File: config.mk
export PLATFORM = sky130hd
export DESIGN_NAME = wbuf_top
export DESIGN_NICKNAME = d
export VERILOG_FILES = /design/src/hw/wbuf_pkg.sv /design/src/hw/wbuf_slot_alloc.sv /design/src/hw/wbuf_queue.sv /design/src/hw/wbuf_line_store.sv /design/src/hw/wbuf_beat_counter.sv /design/src/hw/wbuf_axi_fsm.sv /design/src/hw/wbuf_top.sv
export SDC_FILE = /design/constraint.sdc
export NUM_CORES = 2
export LEC_CHECK = 0
export ABC_CLOCK_PERIOD_IN_PS = 50300
export BUFFER_PORTS_ARGS = -buffer_cell sky130_fd_sc_hd__buf_2
export CORE_ASPECT_RATIO = 0.8
export CORE_UTILIZATION = 59
export DETAILED_ROUTE_END_ITERATION = 16
export PLACE_DENSITY = 0.78
export SLEW_MARGIN = 20
export SYNTH_ARGS = -nofsm -noshare
export SYNTH_HDL_FRONTEND = slang
export SYNTH_HIERARCHICAL = 1
export SYNTH_SLANG_ARGS = --single-unit
File: constraint.sdc
create_clock -name i_clk -period 50.3 [get_ports i_clk]
set_input_delay 12.575 -clock i_clk [delete_from_list [all_inputs] [get_ports i_clk]]
set_output_delay 12.575 -clock i_clk [all_outputs]
set_load 0.01 [all_outputs]
File: src/hw/wbuf_pkg.sv
package wbuf_pkg;

    localparam int DEF_SLOTS = 4;
    localparam int SLOT_W = $clog2(DEF_SLOTS);

    typedef logic [31:0] word_t;
    typedef logic [31:0] addr_t;
    typedef logic [3:0] strb_t;
    typedef logic src_t;

    localparam src_t SRC_LINE = 1'b0; // cache line writeback
    localparam src_t SRC_UNC = 1'b1; // uncached store

    localparam logic [1:0] BURST_INCR = 2'b01;
    localparam logic [7:0] LEN_SINGLE = 8'd0;
    localparam strb_t STRB_ALL = 4'hf;

    typedef struct packed {
        src_t src;
        logic [SLOT_W-1:0] slot;
        addr_t addr;
        logic [7:0] len; // beats minus one
        strb_t strb;
    } wbuf_entry_t;

endpackage

File: src/hw/wbuf_slot_alloc.sv
`timescale 1ns/1ps

module wbuf_slot_alloc import wbuf_pkg::*; #(
    parameter int SLOTS = 4
) (
    input logic i_clk,
    input logic i_rst,
    input logic i_line_we,
    input logic i_unc_we,
    input logic i_free,
    input src_t i_free_src,
    input logic [$clog2(SLOTS)-1:0] i_free_slot,
    output logic [$clog2(SLOTS)-1:0] o_line_slot,
    output logic [$clog2(SLOTS)-1:0] o_unc_slot,
    output logic o_line_free,
    output logic o_unc_full
);

    localparam int SW = $clog2(SLOTS);
    localparam int CW = $clog2(SLOTS + 1);

    logic [SLOTS-1:0] line_busy;
    logic [SLOTS-1:0] unc_busy;
    logic [CW-1:0] unc_cnt;
    logic free_unc;

    function automatic logic [SW-1:0] lowest_free(input logic [SLOTS-1:0] busy);
        logic [SW-1:0] idx;
        idx = '0;
        for (int i = SLOTS - 1; i >= 0; i--) begin
            if (!busy[i]) idx = SW'(i); // lowest clear bit wins
        end
        return idx;
    endfunction

    assign o_line_slot = lowest_free(line_busy);
    assign o_unc_slot = lowest_free(unc_busy);
    assign o_line_free = ~&line_busy;
    assign o_unc_full = unc_cnt >= CW'(SLOTS - 1);
    assign free_unc = i_free && (i_free_src == SRC_UNC);

    always_ff @(posedge i_clk) begin
        if (i_rst) begin
            line_busy <= '0;
            unc_busy <= '0;
            unc_cnt <= '0;
        end else begin
            // alloc and free never hit the same slot
            if (i_line_we) line_busy[o_line_slot] <= 1'b1;
            if (i_unc_we) unc_busy[o_unc_slot] <= 1'b1;
            if (i_free && i_free_src == SRC_LINE) line_busy[i_free_slot] <= 1'b0;
            if (free_unc) unc_busy[i_free_slot] <= 1'b0;
            case ({i_unc_we, free_unc})
                2'b10: unc_cnt <= unc_cnt + 1'b1;
                2'b01: unc_cnt <= unc_cnt - 1'b1;
                default: unc_cnt <= unc_cnt;
            endcase
        end
    end

endmodule

File: src/hw/wbuf_queue.sv
`timescale 1ns/1ps

module wbuf_queue import wbuf_pkg::*; #(
    parameter int DEPTH = 8
) (
    input logic i_clk,
    input logic i_rst,
    input logic i_push_a,
    input wbuf_entry_t i_entry_a,
    input logic i_push_b,
    input wbuf_entry_t i_entry_b,
    input logic i_pop,
    output wbuf_entry_t o_head,
    output logic o_empty
);

    localparam int PW = $clog2(DEPTH);
    localparam int CW = $clog2(DEPTH + 1);

    wbuf_entry_t mem [DEPTH];
    logic [PW-1:0] wr_ptr;
    logic [PW-1:0] rd_ptr;
    logic [CW-1:0] count;
    logic [PW-1:0] wr_ptr_b;
    logic do_pop;

    function automatic logic [PW-1:0] ptr_add(input logic [PW-1:0] ptr, input int n);
        int sum;
        sum = int'(ptr) + n;
        if (sum >= DEPTH) sum = sum - DEPTH; // wrap for any depth
        return PW'(sum);
    endfunction

    assign wr_ptr_b = ptr_add(wr_ptr, int'(i_push_a)); // b lands after a
    assign do_pop = i_pop && !o_empty;
    assign o_head = mem[rd_ptr];
    assign o_empty = (count == '0);

    always_ff @(posedge i_clk) begin
        if (i_push_a) mem[wr_ptr] <= i_entry_a;
        if (i_push_b) mem[wr_ptr_b] <= i_entry_b;
    end

    always_ff @(posedge i_clk) begin
        if (i_rst) begin
            wr_ptr <= '0;
            rd_ptr <= '0;
            count <= '0;
        end else begin
            wr_ptr <= ptr_add(wr_ptr, int'(i_push_a) + int'(i_push_b));
            if (do_pop) rd_ptr <= ptr_add(rd_ptr, 1);
            count <= count + CW'(i_push_a) + CW'(i_push_b) - CW'(do_pop);
        end
    end

endmodule

File: src/hw/wbuf_line_store.sv
`timescale 1ns/1ps

module wbuf_line_store import wbuf_pkg::*; #(
    parameter int SLOTS = 4,
    parameter int LINE_WORDS = 8
) (
    input logic i_clk,
    input logic i_line_we,
    input logic [$clog2(SLOTS)-1:0] i_line_slot,
    input word_t [LINE_WORDS-1:0] i_line_data,
    input logic i_unc_we,
    input logic [$clog2(SLOTS)-1:0] i_unc_slot,
    input word_t i_unc_data,
    input src_t i_rd_src,
    input logic [$clog2(SLOTS)-1:0] i_rd_slot,
    input logic [$clog2(LINE_WORDS)-1:0] i_rd_beat,
    output word_t o_rd_data
);

    word_t line_mem [SLOTS][LINE_WORDS];
    word_t unc_mem [SLOTS];

    always_ff @(posedge i_clk) begin
        if (i_line_we) begin
            for (int w = 0; w < LINE_WORDS; w++) begin
                line_mem[i_line_slot][w] <= i_line_data[w]; // whole line at once
            end
        end
        if (i_unc_we) unc_mem[i_unc_slot] <= i_unc_data;
    end

    always_comb begin
        if (i_rd_src == SRC_UNC) begin
            o_rd_data = unc_mem[i_rd_slot]; // single beat, word zero
        end else begin
            o_rd_data = line_mem[i_rd_slot][i_rd_beat];
        end
    end

endmodule

File: src/hw/wbuf_beat_counter.sv
`timescale 1ns/1ps

module wbuf_beat_counter #(
    parameter int LINE_WORDS = 8
) (
    input logic i_clk,
    input logic i_rst,
    input logic i_clear,
    input logic i_step,
    input logic [7:0] i_len,
    output logic [$clog2(LINE_WORDS)-1:0] o_beat,
    output logic o_last
);

    localparam int BW = $clog2(LINE_WORDS);

    assign o_last = ({{(8 - BW){1'b0}}, o_beat} == i_len);

    always_ff @(posedge i_clk) begin
        if (i_rst || i_clear) begin
            o_beat <= '0;
        end else if (i_step) begin
            o_beat <= o_beat + 1'b1; // one per accepted beat
        end
    end

endmodule

File: src/hw/wbuf_axi_fsm.sv
`timescale 1ns/1ps

module wbuf_axi_fsm import wbuf_pkg::*; (
    input logic i_clk,
    input logic i_rst,
    input logic i_empty,
    input wbuf_entry_t i_head,
    input logic i_last,
    input logic i_awready,
    input logic i_wready,
    input logic i_bvalid,
    output logic o_awvalid,
    output logic o_wvalid,
    output logic o_bready,
    output logic o_beat_clear,
    output logic o_beat_step,
    output logic o_pop,
    output logic o_line_start,
    output logic o_unc_start,
    output logic o_line_end,
    output logic o_unc_end,
    output logic o_busy
);

    typedef enum logic [1:0] {IDLE, ADDR, DATA, RESP} state_t;

    state_t state;
    state_t state_nxt;
    logic aw_fire;
    logic is_unc;

    assign is_unc = (i_head.src == SRC_UNC);
    assign o_awvalid = (state == ADDR);
    assign o_wvalid = (state == DATA);
    assign o_bready = 1'b1;
    assign o_busy = (state != IDLE);

    assign aw_fire = o_awvalid && i_awready;
    assign o_beat_clear = aw_fire; // counter starts fresh each burst
    assign o_beat_step = o_wvalid && i_wready;
    assign o_pop = (state == RESP) && i_bvalid; // also frees the slot

    assign o_line_start = aw_fire && !is_unc;
    assign o_unc_start = aw_fire && is_unc;
    assign o_line_end = o_pop && !is_unc;
    assign o_unc_end = o_pop && is_unc;

    always_comb begin
        state_nxt = state;
        case (state)
            IDLE: if (!i_empty) state_nxt = ADDR;
            ADDR: if (i_awready) state_nxt = DATA;
            DATA: if (i_wready && i_last) state_nxt = RESP;
            RESP: if (i_bvalid) state_nxt = IDLE;
            default: state_nxt = IDLE;
        endcase
    end

    always_ff @(posedge i_clk) begin
        if (i_rst) state <= IDLE;
        else state <= state_nxt;
    end

endmodule

File: src/hw/wbuf_top.sv
`timescale 1ns/1ps

module wbuf_top import wbuf_pkg::*; #(
    parameter int SLOTS = 4,
    parameter int LINE_WORDS = 8
) (
    input logic i_clk,
    input logic i_rst,
    input logic i_line_we,
    input addr_t i_line_addr,
    input word_t [LINE_WORDS-1:0] i_line_data,
    output logic [$clog2(SLOTS)-1:0] o_line_slot,
    output logic o_line_free,
    output logic o_line_start,
    output logic o_line_end,
    input logic i_unc_we,
    input addr_t i_unc_addr,
    input word_t i_unc_data,
    input strb_t i_unc_strb,
    output logic [$clog2(SLOTS)-1:0] o_unc_slot,
    output logic o_unc_full,
    output logic o_unc_start,
    output logic o_unc_end,
    output logic o_empty,
    output logic o_busy,
    output addr_t o_awaddr,
    output logic [7:0] o_awlen,
    output logic [1:0] o_awburst,
    output logic o_awvalid,
    input logic i_awready,
    output word_t o_wdata,
    output strb_t o_wstrb,
    output logic o_wlast,
    output logic o_wvalid,
    input logic i_wready,
    input logic i_bvalid,
    output logic o_bready
);

    wbuf_entry_t line_entry;
    wbuf_entry_t unc_entry;
    wbuf_entry_t head;
    logic pop;
    logic beat_clear;
    logic beat_step;
    logic beat_last;
    logic [$clog2(LINE_WORDS)-1:0] beat;

    assign line_entry = '{src: SRC_LINE, slot: o_line_slot, addr: i_line_addr,
                          len: 8'(LINE_WORDS - 1), strb: STRB_ALL};
    assign unc_entry = '{src: SRC_UNC, slot: o_unc_slot, addr: i_unc_addr,
                         len: LEN_SINGLE, strb: i_unc_strb};

    assign o_awaddr = head.addr;
    assign o_awlen = head.len;
    assign o_awburst = BURST_INCR;
    assign o_wstrb = head.strb;
    assign o_wlast = o_wvalid && beat_last;

    wbuf_slot_alloc #(.SLOTS(SLOTS)) u_alloc (
        .i_clk(i_clk), .i_rst(i_rst),
        .i_line_we(i_line_we), .i_unc_we(i_unc_we),
        .i_free(pop), .i_free_src(head.src), .i_free_slot(head.slot),
        .o_line_slot(o_line_slot), .o_unc_slot(o_unc_slot),
        .o_line_free(o_line_free), .o_unc_full(o_unc_full)
    );

    // uncached on port a so a same-cycle pair queues it first
    wbuf_queue #(.DEPTH(2 * SLOTS)) u_queue (
        .i_clk(i_clk), .i_rst(i_rst),
        .i_push_a(i_unc_we), .i_entry_a(unc_entry),
        .i_push_b(i_line_we), .i_entry_b(line_entry),
        .i_pop(pop), .o_head(head), .o_empty(o_empty)
    );

    wbuf_line_store #(.SLOTS(SLOTS), .LINE_WORDS(LINE_WORDS)) u_store (
        .i_clk(i_clk),
        .i_line_we(i_line_we), .i_line_slot(o_line_slot), .i_line_data(i_line_data),
        .i_unc_we(i_unc_we), .i_unc_slot(o_unc_slot), .i_unc_data(i_unc_data),
        .i_rd_src(head.src), .i_rd_slot(head.slot), .i_rd_beat(beat),
        .o_rd_data(o_wdata)
    );

    wbuf_beat_counter #(.LINE_WORDS(LINE_WORDS)) u_beat (
        .i_clk(i_clk), .i_rst(i_rst),
        .i_clear(beat_clear), .i_step(beat_step), .i_len(head.len),
        .o_beat(beat), .o_last(beat_last)
    );

    wbuf_axi_fsm u_fsm (
        .i_clk(i_clk), .i_rst(i_rst),
        .i_empty(o_empty), .i_head(head), .i_last(beat_last),
        .i_awready(i_awready), .i_wready(i_wready), .i_bvalid(i_bvalid),
        .o_awvalid(o_awvalid), .o_wvalid(o_wvalid), .o_bready(o_bready),
        .o_beat_clear(beat_clear), .o_beat_step(beat_step), .o_pop(pop),
        .o_line_start(o_line_start), .o_unc_start(o_unc_start),
        .o_line_end(o_line_end), .o_unc_end(o_unc_end),
        .o_busy(o_busy)
    );

endmodule

# Word level (Yosys, flattened, before mapping)
# Memories as Yosys holds them, arrays and structs flattened. A register that Yosys moved wholly into a read port is not among the register bits.
# Cells that the tools add are included.
# W data, S select, Z words.
[classes]
add_sub_neg = 13
n_lt_le_gt_ge = 11
eq_ne = 10
n_mux = 39
n_bitwise = 7
reduce_logical = 24
[op_table]
columns = ["operator", "count"]
rows = [
  ["$bmux W32 S3", 1],
  ["$mux W32", 3],
  ["$ge A32 B5 Y1 const B", 1],
  ["$mux W2", 12],
  ["$mux W4", 6],
  ["$mux W3", 5],
  ["$logic_and A1 B1 Y1", 14],
  ["$ge A4 B4 Y1 const B", 3],
  ["$sub A3 B1 Y3 const B", 4],
  ["$lt A2 B3 Y1 const B", 3],
  ["$add A4 B1 Y4", 2],
  ["$and A4 B4 Y4", 2],
  ["$eq A3 B8 Y1", 1],
  ["$or A4 B4 Y4", 2],
  ["$pmux W2 S4", 1],
  ["$reduce_and A4 Y1", 2],
  ["$mux W1", 7],
  ["$add A3 B1 Y3 const B", 2],
  ["$demux W1 S2", 3],
  ["$eq A2 B2 Y1 const B", 3],
  ["$ge A2 B1 Y1 const B", 3],
  ["$ne A2 B2 Y1 const B", 3],
  ["$pmux W3 S2", 1],
  ["$add A3 B1 Y4", 1],
  ["15 further kinds", 19],
]
[word_totals]
register_bits = 26
ramBits = 1488
inputBits = 363
out_inout_bits = 94
wordCells = 115
memories = 3
[memory_table]
columns = ["memory", "words", "word_bits", "rd", "rd_ports_with_merged_regs", "wr", "line", "rtl"]
rows = [
  ["u_store.line_mem", 4, 256, 1, 0, 1, "wbuf_line_store.sv:20", "word_t line_mem [SLOTS][LINE_WORDS];"],
  ["u_queue.mem", 8, 42, 1, 1, 2, "wbuf_queue.sv:20", "wbuf_entry_t mem [DEPTH];"],
  ["u_store.unc_mem", 4, 32, 1, 0, 1, "wbuf_line_store.sv:21", "word_t unc_mem [SLOTS];"],
]

# Longest topological paths before layout
[depth]
word_depth = 13
ltp_mapped = 13
ltp_nobuf = 9

# By module
# The synthesis kept the hierarchy.
[by_module_without_submodules]
columns = ["mod", "instances", "cells_each", "area_each_um2", "seq_area_each_um2"]
rows = [
  ["wbuf_line_store", 1, 2271, 44918.1, 34593.2],
  ["wbuf_queue", 1, 1050, 19407.4, 11551.1],
  ["wbuf_slot_alloc", 1, 59, 520.5, 220.2],
  ["wbuf_axi_fsm", 1, 31, 260.2, 40.0],
  ["wbuf_beat_counter", 1, 17, 167.7, 60.1],
  ["wbuf_top", 1, 5, 28.8, 0.0],
]

# Least setup slack after synthesis
# No wires, ideal clock.
[synth_timing]
path_type = "input -> register"
startpoint = "input i_line_we"
endpoint = "memory u_store/line_mem[0][0] in the netlist's numbering, enable pin"
setup_ns = 1.241
t_arrival_ns = 30.774
required_ns = 49.059
path_slack_ns = 18.286
stages = 1
path_buffers = 0
cell_sequence = "nor3b_1"
[synth_between]
elab_chain_len = 2
[synth_lines]
columns = ["item", "line", "rtl"]
rows = [
  ["start, declared", "wbuf_top.sv:9", "input logic i_line_we,"],
  ["$mux W1", "wbuf_line_store.sv:24", "if (i_line_we) begin"],
  ["$mux W1 (implied by the code)", "wbuf_line_store.sv:26", "line_mem[i_line_slot][w] <= i_line_data[w];"],
  ["end, declared", "wbuf_line_store.sv:20", ""],
]
# Every way passes these cells.

# Final worst setup path
[layout_timing]
startpoint = "input i_bvalid"
endpoint = "output o_line_end"
[layout_between]
elab_chain_len = 2
[layout_lines]
columns = ["item", "line", "rtl"]
rows = [
  ["start, declared", "wbuf_top.sv:36", "input logic i_bvalid,"],
  ["$logic_and A1 B1 Y1", "wbuf_axi_fsm.sv:41", "assign o_pop = (state == RESP) && i_bvalid;"],
  ["net pop", "wbuf_top.sv:43", "logic pop;"],
  ["$logic_and A1 B1 Y1", "wbuf_axi_fsm.sv:45", "assign o_line_end = o_pop && !is_unc;"],
  ["end, declared", "wbuf_top.sv:15", "output logic o_line_end,"],
]
# The timed path passes the listed nets, and every way through them passes these cells.

==> qor.yml <==
maxSlewHeadroom: 0.191
outcome: "finished, final reports clean"
rsz0062_at_grt: "false"
cts_tree: "done"
period_share: 0.512
track_usage: 0.272
synth_ff_type: "edfxtp_1"
hold_class: "flip-flop to flip-flop"
cts.sinks: 1557
start_util: 0.599
setup_violations: 0
syn2layout_area_growth_pct: 13.8
die_area_um2: 112000
drt_wl_total_um: 154000
drc: 0
synthXorXnorAreaFrac: 0.00184
clock.fmax_ghz: 0.0388
n_fill_cell: 6962
wl_per_cell_um: 27.3
ys_ff_latch: 1557
clk_latency_ns: 0.77
synth_top_family_by_area: "multiplexers"
ctsResizeCount: 0
synth_compound_area_frac: 0.0562
syn_area_per_cell_um2: 19.0
drive_gt1_frac: 0.294
synth-simple-area-share: 0.00968
design_area_um2: 74300
synthDistinctLibCells: 63
yosysSeqAreaShare: 0.712
dp_slack_ns: 24.54
synth_mux_area_frac: 0.196
synth_top_area_frac: 0.703
clk_pin_slew_ns: 0.06
numPortBuffers: 453
hold_viol_final: 0
clk_path_buf_depth: 3
power_density_nw_per_um2: 41.7
layout_common_cells: "edfxtp_1, mux2i_1, buf_2, mux2_2, conb_1"
die_h_um: 300
gp_congestion: 0.812
multi_input_area_um2: 18400
grt_max_degree: 160
antenna_found_initial: 81
cp.required_ns: 37.72
post_cts_buffers: 0
regArea_um2: 46500
num-nets-final: 4441
synthAdderAreaFrac: 0.00391
p_leak_nw: 25.9
cp-end-kind: "output port"
final_common_cell: "edfxtp_1"
cts_buffers: 149
slew_violations: 0
clockRootBuffer: "clkbuf_16"
synth_area_leaders: "edfxtp_1, mux2i_1, mux2_2"
vias: 34600
io-pin-count: 457
die_x_um: 374
row_count: 108
syn_area_um2: 65300
maxCapViolCount: 0
utilization: 0.682
synth-edff-count: 1528
worstPathArrival_ns: 13.18
crit_type: "input pin to output port"
crit_fanout: 5
dr.pass1.iters: 5
viasPerCell: 6.15
yosysTopAreaCell: "edfxtp_1"
grt_pass1_wl_um: 223000
hpwl_um: 88800
irDropWorstVdd_v: 0.0000349
place_area_um2: 69500
grt_pass1_vias: 34200
final_cells: 5632
yosysWarnings: 6
async_flop_share: 0
critPathLaunchType: "input pin"
finalClockSkew_ns: 0.0236
dp.cells: 5337
setup_tns_ns: 0
syn_inst: 3433
tightest_slew_ns: 1.21
reg2reg_setup_slack_ns: 45.53
cts_hold_buf: 0
drtIter0Drc: 3129
ant_nets: 0
h-tree-depth: 4
finalWorstSetupSlack_ns: 24.54
core_um2: 109000
globalRouteOverflowTotal: 0
final.min_clock_period_ns: 25.76
-- area by class of cell --
| cell class | count | share of cell area |
|---|---|---|
| multi-input combinational | 1821 | 0.247 |
| antenna | 26 | 0.000875 |
| clock buffer | 200 | 0.0554 |
| timing repair buffer | 515 | 0.0376 |
| clock inverter | 67 | 0.00842 |
| inverter | 16 | 0.000808 |
| sequential | 1557 | 0.625 |
| tap | 1430 | 0.0241 |
-- metal layers --
layer / wire (um) / GRT usage / vias up
met5: 529 / 0 / -
met4: 4220 / 0.100 / 86
met3: 14400 / 0.0808 / 311
met2: 69400 / 0.395 / 1289
met1: 65000 / 0.393 / 17700
li1: - / - / 15200
-- registers in the layout, indices dropped and copies added, names as in the netlist, named ones only --
| register | count |
|---|---|
| u_alloc/line_busy | 4 |
| u_alloc/unc_busy | 4 |
| u_alloc/unc_cnt | 3 |
| u_beat/o_beat | 3 |
| u_fsm/state | 2 |
| u_queue/count | 4 |
| u_queue/mem | 376 |
| u_queue/rd_ptr | 3 |
| u_queue/wr_ptr | 3 |
| u_store/line_mem | 1024 |
| u_store/unc_mem | 128 |
-- report_power, final --
| group | switching, mW | internal [mW] |
|---|---|---|
| Combinational | 0.291 | 0.199 |
| Sequential | 0.0162 | 1.50 |
| Clock | 0.465 | 0.627 |
| Total | 0.773 | 2.33 |
-- cell usage after synthesis (all sizes together), types with 4 or more instances --
| cell type | instances |
|---|---|
| xor2 | 4 |
| nor3b | 4 |
| buf | 147 |
| o41ai | 33 |
| nand2b | 9 |
| mux2i | 516 |
| a22o | 64 |
| a311oi | 4 |
| a221oi | 64 |
| a211oi | 4 |
| edfxtp | 1528 |
| a21oi | 74 |
| and3 | 4 |
| mux2 | 425 |
| o22ai | 35 |
| nor3 | 6 |
| dfxtp | 29 |
| inv | 16 |
| ha | 14 |
| a22oi | 128 |
| and2 | 7 |
| mux4 | 126 |
| fa | 4 |
| nor2b | 12 |
| nand2 | 48 |
| nor2 | 19 |
| clkbuf | 68 |
| xnor2 | 8 |
-- metrics by stage --
stage / hold WS (ns) / total power, mW
after global placement: 0.468 / 2.02
after global routing: 0.550 / 3.20
after floorplan: 0.458 / 1.89
after detailed placement: 0.508 / 2.03
after CTS: 0.521 / 3.12
final: 0.523 / 3.10
-- worst max-delay path, stage by stage --
cell and delay (ns):
buf_2 0.12, and2_2 0.22, nor2b_1 0.13, buf_2 0.14
-- cell families after synthesis --
kind of cell,after synthesis
xor gates and xnor gates,12
buffers and inverters,231
and+or+nand+nor,122
other,3
AOI/OAI and AO/OA,423
DFF,1557
muxes,1067
adders and majority gates,18
-- path summary, 6_finish.rpt --
kind | depth (start not counted) | from | end
setup / recovery | 4 | i_bvalid | o_line_end
hold / removal | 2 | u_alloc/unc_cnt[2] | u_alloc/unc_cnt[2]
setup reg to reg | 9 | flip-flop | u_fsm/state[0]
hold reg to reg | 2 | u_alloc/unc_cnt[2] | u_alloc/unc_cnt[2]
Note: power is estimated with default switching activity, not from simulation.
